[src/design/rename_params.svh]
`ifndef RENAME_PARAMS_SVH
`define RENAME_PARAMS_SVH

// Architectural registers seen by the instruction set
`define RENAME_ARCH_REGS 32

// Physical registers behind the alias tables
`define RENAME_PHYS_REGS 64

// In-flight instructions tracked by the reorder buffer
`define RENAME_ROB_DEPTH 8

`endif

[src/design/rename_pkg.sv]
`include "rename_params.svh"

package rename_pkg;

// Register and slot indices
typedef logic [$clog2(`RENAME_ARCH_REGS)-1:0] arch_reg_t;
typedef logic [$clog2(`RENAME_PHYS_REGS)-1:0] phys_reg_t;
typedef logic [$clog2(`RENAME_ROB_DEPTH)-1:0] rob_id_t;

// Free list pointer, one wrap bit above the queue index
typedef logic [$clog2(`RENAME_PHYS_REGS - `RENAME_ARCH_REGS):0] free_ptr_t;

endpackage : rename_pkg

[src/design/free_list.sv]
`timescale 1ns/10ps

`include "rename_params.svh"

module free_list
import rename_pkg::*;
(
    input  logic      clk,
    input  logic      rst,
    input  logic      alloc,
    output phys_reg_t free_reg,
    input  logic      retire,
    input  logic      retire_alloc,
    input  phys_reg_t returned_reg,
    input  logic      flush
);

localparam int FREE_REGS = `RENAME_PHYS_REGS - `RENAME_ARCH_REGS;
localparam int IDX_MSB   = $bits(free_ptr_t) - 2;

phys_reg_t queue [FREE_REGS];

// Speculative head, committed head and tail of the queue
free_ptr_t alloc_ptr;
free_ptr_t retire_ptr;
free_ptr_t write_ptr;

logic      give_back;
free_ptr_t retire_ptr_next;

// Only a committed instruction that took a register hands one back
assign give_back       = retire && retire_alloc;
assign retire_ptr_next = give_back ? retire_ptr + 1'b1 : retire_ptr;

assign free_reg = queue[alloc_ptr[IDX_MSB:0]];

always_ff @(posedge clk) begin
    if (rst) begin
        // Queue starts full with every register above the arch range
        for (int i = 0; i < FREE_REGS; i++) begin
            queue[i] <= phys_reg_t'(`RENAME_ARCH_REGS + i);
        end
        alloc_ptr  <= '0;
        retire_ptr <= '0;
        write_ptr  <= free_ptr_t'(FREE_REGS);
    end else begin
        if (give_back) begin
            queue[write_ptr[IDX_MSB:0]] <= returned_reg;
            write_ptr  <= write_ptr + 1'b1;
            retire_ptr <= retire_ptr_next;
        end
        // Rewind includes a commit landing in the flush cycle
        if (flush) begin
            alloc_ptr <= retire_ptr_next;
        end else if (alloc) begin
            alloc_ptr <= alloc_ptr + 1'b1;
        end
    end
end

endmodule : free_list

[src/design/rename_core.sv]
`timescale 1ns/10ps

`include "rename_params.svh"

module rename_core
import rename_pkg::*;
(
    input  logic      clk,
    input  logic      rst,
    input  logic      dispatch_valid,
    input  arch_reg_t arch_rd,
    input  arch_reg_t arch_rs1,
    input  arch_reg_t arch_rs2,
    output logic      rename_valid,
    output phys_reg_t phys_rs1,
    output phys_reg_t phys_rs2,
    output phys_reg_t phys_rd,
    output rob_id_t   rob_id,
    output logic      rob_full,
    input  logic      complete_valid,
    input  rob_id_t   complete_id,
    input  logic      flush,
    output logic      commit_valid,
    output arch_reg_t commit_arch_rd,
    output phys_reg_t commit_phys_rd,
    output phys_reg_t freed_reg,
    output logic      freed_valid
);

phys_reg_t lookup_rs1, lookup_rs2, old_phys_rd, free_reg;
phys_reg_t restore_map [`RENAME_ARCH_REGS];
logic      accepted, alloc;
rob_id_t   alloc_id;

rename_table rename_table_i (
    .clk(clk), .rst(rst), .alloc(alloc), .arch_rd(arch_rd), .new_phys_rd(free_reg),
    .arch_rs1(arch_rs1), .arch_rs2(arch_rs2),
    .phys_rs1(lookup_rs1), .phys_rs2(lookup_rs2), .old_phys_rd(old_phys_rd),
    .flush(flush), .restore_map(restore_map)
);

// Freed registers come straight from the commit outputs
free_list free_list_i (
    .clk(clk), .rst(rst), .alloc(alloc), .free_reg(free_reg),
    .retire(commit_valid), .retire_alloc(freed_valid), .returned_reg(freed_reg),
    .flush(flush)
);

reorder_buffer reorder_buffer_i (
    .clk(clk), .rst(rst), .dispatch_valid(dispatch_valid), .arch_rd(arch_rd),
    .phys_rd(free_reg), .old_phys_rd(old_phys_rd),
    .accepted(accepted), .alloc(alloc), .rob_id(alloc_id), .rob_full(rob_full),
    .complete_valid(complete_valid), .complete_id(complete_id), .flush(flush),
    .commit_valid(commit_valid), .commit_arch_rd(commit_arch_rd),
    .commit_phys_rd(commit_phys_rd), .freed_reg(freed_reg), .freed_valid(freed_valid)
);

retire_table retire_table_i (
    .clk(clk), .rst(rst), .commit_valid(commit_valid), .commit_arch_rd(commit_arch_rd),
    .commit_phys_rd(commit_phys_rd), .freed_valid(freed_valid), .restore_map(restore_map)
);

// Rename result, one cycle after dispatch
always_ff @(posedge clk) begin
    if (rst) begin
        rename_valid <= 1'b0;
    end else begin
        rename_valid <= accepted;
    end
end

always_ff @(posedge clk) begin
    if (accepted) begin
        phys_rs1 <= lookup_rs1;
        phys_rs2 <= lookup_rs2;
        phys_rd  <= alloc ? free_reg : '0;
        rob_id   <= alloc_id;
    end
end

endmodule : rename_core

[src/design/rename_table.sv]
`timescale 1ns/10ps

`include "rename_params.svh"

module rename_table
import rename_pkg::*;
(
    input  logic      clk,
    input  logic      rst,
    input  logic      alloc,
    input  arch_reg_t arch_rd,
    input  phys_reg_t new_phys_rd,
    input  arch_reg_t arch_rs1,
    input  arch_reg_t arch_rs2,
    output phys_reg_t phys_rs1,
    output phys_reg_t phys_rs2,
    output phys_reg_t old_phys_rd,
    input  logic      flush,
    input  phys_reg_t restore_map [`RENAME_ARCH_REGS]
);

// Speculative mapping, one entry per architectural register
phys_reg_t map [`RENAME_ARCH_REGS];

always_ff @(posedge clk) begin
    if (rst) begin
        // Identity mapping out of reset
        for (int i = 0; i < `RENAME_ARCH_REGS; i++) begin
            map[i] <= phys_reg_t'(i);
        end
    end else if (flush) begin
        for (int i = 0; i < `RENAME_ARCH_REGS; i++) begin
            map[i] <= restore_map[i];
        end
    end else if (alloc) begin
        map[arch_rd] <= new_phys_rd;
    end
end

// Lookups see the table before this instruction's own rd write
assign phys_rs1    = map[arch_rs1];
assign phys_rs2    = map[arch_rs2];
assign old_phys_rd = map[arch_rd];

endmodule : rename_table

[src/design/reorder_buffer.sv]
`timescale 1ns/10ps

`include "rename_params.svh"

module reorder_buffer
import rename_pkg::*;
(
    input  logic      clk,
    input  logic      rst,
    input  logic      dispatch_valid,
    input  arch_reg_t arch_rd,
    input  phys_reg_t phys_rd,
    input  phys_reg_t old_phys_rd,
    output logic      accepted,
    output logic      alloc,
    output rob_id_t   rob_id,
    output logic      rob_full,
    input  logic      complete_valid,
    input  rob_id_t   complete_id,
    input  logic      flush,
    output logic      commit_valid,
    output arch_reg_t commit_arch_rd,
    output phys_reg_t commit_phys_rd,
    output phys_reg_t freed_reg,
    output logic      freed_valid
);

// Per-slot payload
arch_reg_t arch_rd_q  [`RENAME_ROB_DEPTH];
phys_reg_t phys_rd_q  [`RENAME_ROB_DEPTH];
phys_reg_t old_phys_q [`RENAME_ROB_DEPTH];
logic [`RENAME_ROB_DEPTH-1:0] done_q;

rob_id_t head;
rob_id_t tail;
logic [$clog2(`RENAME_ROB_DEPTH):0] count;

logic fire;

assign rob_full = (count == ($clog2(`RENAME_ROB_DEPTH) + 1)'(`RENAME_ROB_DEPTH));
assign accepted = dispatch_valid && !rob_full && !flush;
// x0 never takes a register
assign alloc    = accepted && (arch_rd != '0);
assign rob_id   = tail;

// Head retires once done, never in a flush cycle
assign fire = (count != '0) && done_q[head] && !flush;

always_ff @(posedge clk) begin
    if (rst || flush) begin
        head  <= '0;
        tail  <= '0;
        count <= '0;
    end else begin
        if (accepted) begin
            tail <= tail + 1'b1;
        end
        if (fire) begin
            head <= head + 1'b1;
        end
        case ({accepted, fire})
            2'b10:   count <= count + 1'b1;
            2'b01:   count <= count - 1'b1;
            default: count <= count;
        endcase
    end
end

always_ff @(posedge clk) begin
    if (rst) begin
        done_q <= '0;
    end else begin
        if (accepted) begin
            done_q[tail] <= 1'b0;
        end
        if (complete_valid) begin
            done_q[complete_id] <= 1'b1;
        end
    end
end

always_ff @(posedge clk) begin
    if (accepted) begin
        arch_rd_q[tail]  <= arch_rd;
        phys_rd_q[tail]  <= alloc ? phys_rd : '0;
        old_phys_q[tail] <= old_phys_rd;
    end
end

// Commit strobes
always_ff @(posedge clk) begin
    if (rst) begin
        commit_valid <= 1'b0;
        freed_valid  <= 1'b0;
    end else begin
        commit_valid <= fire;
        freed_valid  <= fire && (arch_rd_q[head] != '0);
    end
end

always_ff @(posedge clk) begin
    if (fire) begin
        commit_arch_rd <= arch_rd_q[head];
        commit_phys_rd <= phys_rd_q[head];
        freed_reg      <= old_phys_q[head];
    end
end

endmodule : reorder_buffer

[src/design/retire_table.sv]
`timescale 1ns/10ps

`include "rename_params.svh"

module retire_table
import rename_pkg::*;
(
    input  logic      clk,
    input  logic      rst,
    input  logic      commit_valid,
    input  arch_reg_t commit_arch_rd,
    input  phys_reg_t commit_phys_rd,
    input  logic      freed_valid,
    output phys_reg_t restore_map [`RENAME_ARCH_REGS]
);

// Committed mapping
phys_reg_t map [`RENAME_ARCH_REGS];

logic write_en;

assign write_en = commit_valid && freed_valid;

always_ff @(posedge clk) begin
    if (rst) begin
        for (int i = 0; i < `RENAME_ARCH_REGS; i++) begin
            map[i] <= phys_reg_t'(i);
        end
    end else if (write_en) begin
        map[commit_arch_rd] <= commit_phys_rd;
    end
end

// Pending commit shows through so a same-cycle flush restores it too
always_comb begin
    for (int i = 0; i < `RENAME_ARCH_REGS; i++) begin
        restore_map[i] = map[i];
    end
    if (write_en) begin
        restore_map[commit_arch_rd] = commit_phys_rd;
    end
end

endmodule : retire_table

[config.mk]
export PLATFORM = sky130hd
export DESIGN_NAME = rename_core
export DESIGN_NICKNAME = d
export VERILOG_FILES = /design/src/design/rename_pkg.sv /design/src/design/free_list.sv /design/src/design/rename_core.sv /design/src/design/rename_table.sv /design/src/design/reorder_buffer.sv /design/src/design/retire_table.sv
export VERILOG_INCLUDE_DIRS = /design/src /design/src/design
export SDC_FILE = /design/constraint.sdc
export NUM_CORES = 1
export LEC_CHECK = 0
export BUFFER_PORTS_ARGS = -buffer_cell sky130_fd_sc_hd__buf_2
export CORE_MARGIN = 3
export CORE_UTILIZATION = 35
export CTS_BUF_LIST = sky130_fd_sc_hd__clkbuf_4 sky130_fd_sc_hd__clkbuf_8 sky130_fd_sc_hd__clkbuf_16
export CTS_CLUSTER_DIAMETER = 100
export CTS_CLUSTER_SIZE = 30
export DETAILED_ROUTE_END_ITERATION = 16
export PLACE_DENSITY = 0.55
export SLEW_MARGIN = 0
export SYNTH_ARGS = -nofsm -noshare
export SYNTH_HDL_FRONTEND = slang
export SYNTH_SLANG_ARGS = --single-unit
[constraint.sdc]
create_clock -name clk -period 6.15 [get_ports clk]
set_clock_uncertainty 0.15 [all_clocks]
set_input_delay 0.3075 -clock clk [delete_from_list [all_inputs] [get_ports clk]]
set_output_delay 0.3075 -clock clk [all_outputs]
set_load 0.01 [all_outputs]
==> results of run 1 <==
==> report_power, final <==
part / switching, mW / internal (mW) / leakage, nW / total, mW
clock: 1.83 / 1.19 / 0.568 / 3.01
combinational: 0.528 / 0.297 / 4.94 / 0.826
sequential: 0.0904 / 6.02 / 7.07 / 6.12
total: 2.44 / 7.51 / 12.6 / 9.95
==> cell usage in the layout, fill, tap and decap left out, drive strengths merged, types with 44 or more instances in the layout <==
| cell type | netlist | final |
|---|---|---|
| a21oi | 77 | 77 |
| and2 | 57 | 57 |
| buf | 63 | 124 |
| clkbuf | 199 | 47 |
| dfxtp | 44 | 44 |
| edfxtp | 750 | 750 |
| mux2 | 60 | 60 |
| mux2i | 88 | 88 |
| mux4 | 264 | 264 |
| nand2 | 289 | 289 |
| nand2b | 49 | 49 |
| nor2 | 233 | 233 |
| nor3 | 61 | 61 |
| o21ai | 87 | 87 |
| o22ai | 77 | 77 |
| or2 | 51 | 51 |
| or3 | 86 | 86 |
==> worst reg2reg max path: stages (launching register included) <==
cell	delay (ns)
edfxtp_1	0.90
nand4_1	1.14
nor2_1	1.06
mux2_2	0.42
o21ai_0	0.20
o21ai_0	0.13
==> final cells by class <==
| type | instances | share of cell area |
|---|---|---|
| Clock inverter | 16 | 0.00456 |
| Antenna cell | 3 | 0.000179 |
| Sequential cell | 794 | 0.558 |
| Inverter | 21 | 0.00188 |
| Multi-Input combinational cell | 1716 | 0.347 |
| Tap cell | 1476 | 0.0440 |
| Timing Repair Buffer | 136 | 0.0216 |
| Clock buffer | 47 | 0.0230 |
==> cells by family (layout without fill, tap and decap cells) <==
kind of cell	count (synthesis)	after routing	synth area share
other	0	3	0
xor gates and xnor gates	16	16	0.00359
buffers and inverters	283	220	0.0291
DFF	794	794	0.600
muxes	412	412	0.193
and+or+nand+nor	931	931	0.115
AOI/OAI and AO/OA	346	346	0.0556
adders and majority gates	11	11	0.00353
==> cells in the mapped netlist (4+ instances only) <==
cell type	number
o22ai_1	77
o21ai_1	30
and2_1	56
a21oi_1	77
nor3_1	60
nand2b_1	49
o21ai_0	57
nand3b_1	7
ha_1	11
nor4_1	7
edfxtp_1	750
a22oi_1	27
xnor2_1	4
buf_2	26
or2_2	51
buf_6	4
mux4_2	264
buf_1	30
nand3_1	40
nand2_1	289
mux2_2	60
nor2_1	233
nand4_1	19
or3_1	86
dfxtp_1	44
nor3b_1	8
o31ai_1	11
a211o_1	4
o31a_1	7
clkbuf_1	199
a32oi_1	36
inv_1	18
a2111oi_0	13
mux2i_1	84
xor2_1	12
==> stage by stage <==
step	std cells	worst slack, ns	hold WS, ns
floorplan	2793	2.86	0.256
detailed placement	4131	2.02	0.314
CTS	4206	1.96	0.00808
global route	4206	1.77	0.0204
global placement	4131	2.07	0.319
finish	4209	1.86	0.0235
==> final timing paths <==
| kind | slack (ns) | start | endpoint |
|---|---|---|---|
| worst max-delay path | 1.86 | reorder_buffer_i.commit_arch_rd[0] | rename_table_i.map[23][0] |
| worst min-delay path | 0.02 | arch_rd[0] | reorder_buffer_i.arch_rd_q[4][0] |
| worst max register to register | 1.86 | reorder_buffer_i.commit_arch_rd[0] | rename_table_i.map[23][0] |
| worst min register to register | 0.33 | reorder_buffer_i.done_q[6] | reorder_buffer_i.done_q[6] |
==> timing repair <==
item / 4_1_cts / 5_1_grt
hold endpoints to repair: 35 / 0
buffers inserted: 0 / 0
hold buffers: 12 / 0
==> layer usage <==
| layer | track usage | vias up |
|---|---|---|
| met1 | 0.295 | 13200 |
| li1 | - | 10600 |
| met3 | 0.0548 | 219 |
| met4 | 0.0646 | 6 |
| met5 | 0 | - |
| met2 | 0.333 | 1511 |
==> flow_summary.ini, run 1 <==
[synthesis]
ys.flop_type = edfxtp_1
ys_seq_elements = 794
syn_inst = 2793
synth_cell_types = 58
yosys_warnings = 0
syn_avg_cell_area_um2 = 14.0
synth_edf_count = 750
synthArstFlopShare = 0
ys_top_cells_by_area = edfxtp_1 58%, mux4_2 15%, nand2_1 2.8%
synth_top_cell_area_share = 0.578
seq_area_frac_synth = 0.600
syn_area_um2 = 39000
synth_nets = 2827
synth.largest_area_cell = edfxtp_1

[global_route]
grt_pass1_wl_um = 181000
antenna_found_initial = 9
grtUsageTotal = 0.214
overflow = 0
grt_max_degree = 60
grt_pass1_vias = 24900

[min_path]
min_path_type = input pin to flop
hold_path_depth = 1

[floorplanning]
start_util = 0.355
die_y_um = 340
ios = 65
rows = 121
die_area_um2 = 115000
fp.dieW_um = 340
core_area_um2 = 110000

[timing]
finalCriticalPeriod_ns = 4.29
fin_crit_sh = 0.697
hold_violations = 0
final-setup-viol-count = 0
slew_violations = 0
tightest_slew_ns = 1.31
maxSlewHeadroom = 0.103
fmax_mhz = 233
rsz0062_at_grt = no
tns_ns = 0

[critical_path]
cp.depth = 5
path_class = flop to flop
path_buf_inv = 0
cp_slowest_cell = nand4_1
arrival_ns = 4.49
timing.critical_path.cells = nand4_1 > nor2_1 > mux2_2 > o21ai_0 > o21ai_0
endpoint_kind = flop
cp-start-kind = flop
critPathTopFamily = simple AND/OR/NAND/NOR gates
max_stage_delay_ns = 1.13
critPathMostFrequentCell = o21ai_0
cp.required_ns = 6.35
crit_path_max_fanout = 22
r2r_cells = 5

[layout]
reg_top3 = free_list_i.queue: 192 flops, rename_table_i.map: 192 flops, retire_table_i.map: 192 flops
drive_gt1_frac = 0.216
seqCellArea_um2 = 23400
num-fill-cells = 10300
fin_nets = 2738
syn_to_final_growth_pct = 7.65
multiInputGateArea_um2 = 14600
final_util = 0.382
final_cell_area_um2 = 42000

[clock_tree]
clock-sinks = 794
htree_num_levels = 2
cts_resized = 0
insertion_delay_ns = 0.64
clkTransAtPathRegs_ns = 0.11
cts-buffers-inserted = 35
cts_tree = yes
cts_root_buf = clkbuf_16
clk_path_buf_depth = 3

[detailed_routing]
antenna_left = 0
routed-via-count = 25600
met3_length_um = 14200
dr_wl_met2_um = 57900
drtPass1Iterations = 8
wl_um = 127000
top_layer = met5
met1_length_um = 50900
drt_iter0_drc = 3196
drc = 0
wl_per_cell_um = 30.2
avgViaCountPerCell = 6.07

[power]
ir_worst_vdd_uv = 210
powerDensity_nw_per_um2 = 237
leakage_nw = 12.6
finalPower_mw = 9.95

[placement]
hpwl_um = 84800
port_buffers = 64
placed_cell_area_um2 = 40700
place.gp.congestion = 0.953

[status]
outcome = finished clean

[run]
cap_viol_max_count = 0
Note: power is estimated with default switching activity, not from simulation.
==> run 2, diff against run 1 <==
==> constraint.sdc (replaced) <==
create_clock -name clk -period 4.1 [get_ports clk]
set_clock_uncertainty 0.15 [all_clocks]
set_input_delay 0.205 -clock clk [delete_from_list [all_inputs] [get_ports clk]]
set_output_delay 0.205 -clock clk [all_outputs]
set_load 0.01 [all_outputs]
==> run 2 against run 1 <==
Net effect: clock power rose by 57%; utilization rose by 0.67 points; cell area rose by 1.7%; sequential power rose by 50%; sequential share of layout area fell by 0.96 points; critical endpoint is now rename_table_i.map[31][5]; largest cell class unchanged; final cell count rose by 1.3%; combinational power rose by 59%; hold slack improved by 0.13 ns.
==> flow_summary.ini, run 2 (same netlist as run 1, synthesis figures left out) <==
[status]
outcome = finished clean

[detailed_routing]
wl_um = 127000
drc = 0
dr_wl_met2_um = 57700
drt_iter0_drc = 4050
wl_per_cell_um = 29.8
antenna_left = 0
routed-via-count = 25800
met1_length_um = 51000
top_layer = met4
met3_length_um = 13800
drtPass1Iterations = 10
avgViaCountPerCell = 6.06

[global_route]
grt_pass1_vias = 25200
overflow = 0
grtUsageTotal = 0.216
grt_max_degree = 60
grt_pass1_wl_um = 182000
antenna_found_initial = 6

[timing]
hold_violations = 0
slew_violations = 0
fin_crit_sh = 0.796
finalCriticalPeriod_ns = 3.26
final-setup-viol-count = 0
maxSlewHeadroom = 0.178
tns_ns = 0
tightest_slew_ns = 1.23
fmax_mhz = 306
rsz0062_at_grt = no

[power]
powerDensity_nw_per_um2 = 356
power.internal_mw = 11.5
ir_worst_vdd_uv = 401
leakage_nw = 13.0
seqPwrFrac = 0.602
netSwitchingFraction = 0.242
combPwrFrac = 0.086
switchingPower_mw = 3.68
p_clk_frac = 0.312
finalPower_mw = 15.2

[critical_path]
endpoint_kind = flop
arrival_ns = 3.46
crit_path_max_fanout = 41
path_class = input pin to flop
cp.required_ns = 4.30
cp-start-kind = input pin

[layout]
reg_top3 = free_list_i.queue: 192 flops, rename_table_i.map: 192 flops, retire_table_i.map: 192 flops
final_util = 0.389
layout_common_cells = 750 x edfxtp_1, 289 x nand2_1, 264 x mux4_2, 226 x nor2_1, 104 x buf_4
drive_gt1_frac = 0.230
num-fill-cells = 10200
diodes = 0
final_cell_area_um2 = 42700
fin_nets = 2800
syn_to_final_growth_pct = 9.53
layout_commonest_cell = edfxtp_1

[clock_tree]
cts-buffers-inserted = 36
ctsHoldBuffers = 16
cts_root_buf = clkbuf_16
insertion_delay_ns = 0.65
clock-sinks = 794
htree_num_levels = 2
clkTransAtPathRegs_ns = 0.12
cts_resized = 0
post-cts-setup-buffers = 0
cts_tree = yes
clk_path_buf_depth = 3

[placement]
placed_cell_area_um2 = 41300
port_buffers = 64
hpwl_um = 85800
place.gp.congestion = 0.935

[floorplanning]
fp.dieW_um = 340
rows = 121
start_util = 0.355
ios = 65
core_area_um2 = 110000
die_y_um = 340
die_area_um2 = 115000

[run]
cap_viol_max_count = 0

[min_path]
min_path_type = input pin to flop
==> run 2: cell types whose count changed in the layout (fill, tap and decap cells not counted), sizes merged <==
cell,delta
buf,+57
bufinv,+3
clkbuf,-1
clkinv,+2
clkinvlp,-2
diode,-3
dlygate4sd3,+4
inv,-4
==> run 2: per-layer routing <==
metal,global-route usage,vias up
li1,-,10700
met4,0.0722,0
met1,0.303,13200
met5,0,-
met3,0.0436,248
met2,0.334,1679
==> run 2: critical path, cell delays in order <==
cell           delay (ns)
dlygate4sd3_1        0.58
buf_6                0.24
nor3b_1              0.55
and4_1               0.97
nand2_1              0.52
nand2_1              0.37
==> run 2: final timing paths <==
path | from | to | slack (ns) | depth (start not counted)
setup / recovery | rst | rename_table_i.map[31][5] | 0.84 | 6
hold / removal | arch_rd[0] | reorder_buffer_i.arch_rd_q[4][0] | 0.16 | 2
setup reg to reg | flop | rename_table_i.map[15][3] | 0.90 | 6
hold reg to reg | reorder_buffer_i.done_q[7] | reorder_buffer_i.done_q[7] | 0.34 | 2
==> run 2: layout make-up <==
| type | count | area (um2) | share of cell area |
|---|---|---|---|
| clock buffers | 46 | 993 | 0.0233 |
| multi-input cells | 1716 | 14500 | 0.340 |
| clock inverters | 15 | 265 | 0.00621 |
| repair buffers | 197 | 1570 | 0.0368 |
| flip-flops and latches | 794 | 23400 | 0.548 |
| inverters | 21 | 78.8 | 0.00185 |
| well taps | 1476 | 1850 | 0.0432 |
==> run 2: stage by stage <==
step	cells	setup WS (ns)	hold slack, ns
after floorplan	2793	0.809	0.154
after global placement	4188	0.897	0.322
after detailed placement	4188	0.909	0.324
after CTS	4265	0.890	0.118
after global routing	4265	0.746	0.151
final	4265	0.837	0.158
==> run 2: power groups by stage <==
| stage | clock (mW) | sequential, mW | combinational (mW) |
|---|---|---|---|
| floorplan | 0 | 9.27 | 0.769 |
| global placement | 0 | 9.34 | 1.25 |
| detailed placement | 0 | 9.34 | 1.27 |
| CTS | 4.82 | 9.16 | 1.29 |
| global route | 5.09 | 9.18 | 1.35 |
| finish | 4.74 | 9.17 | 1.31 |
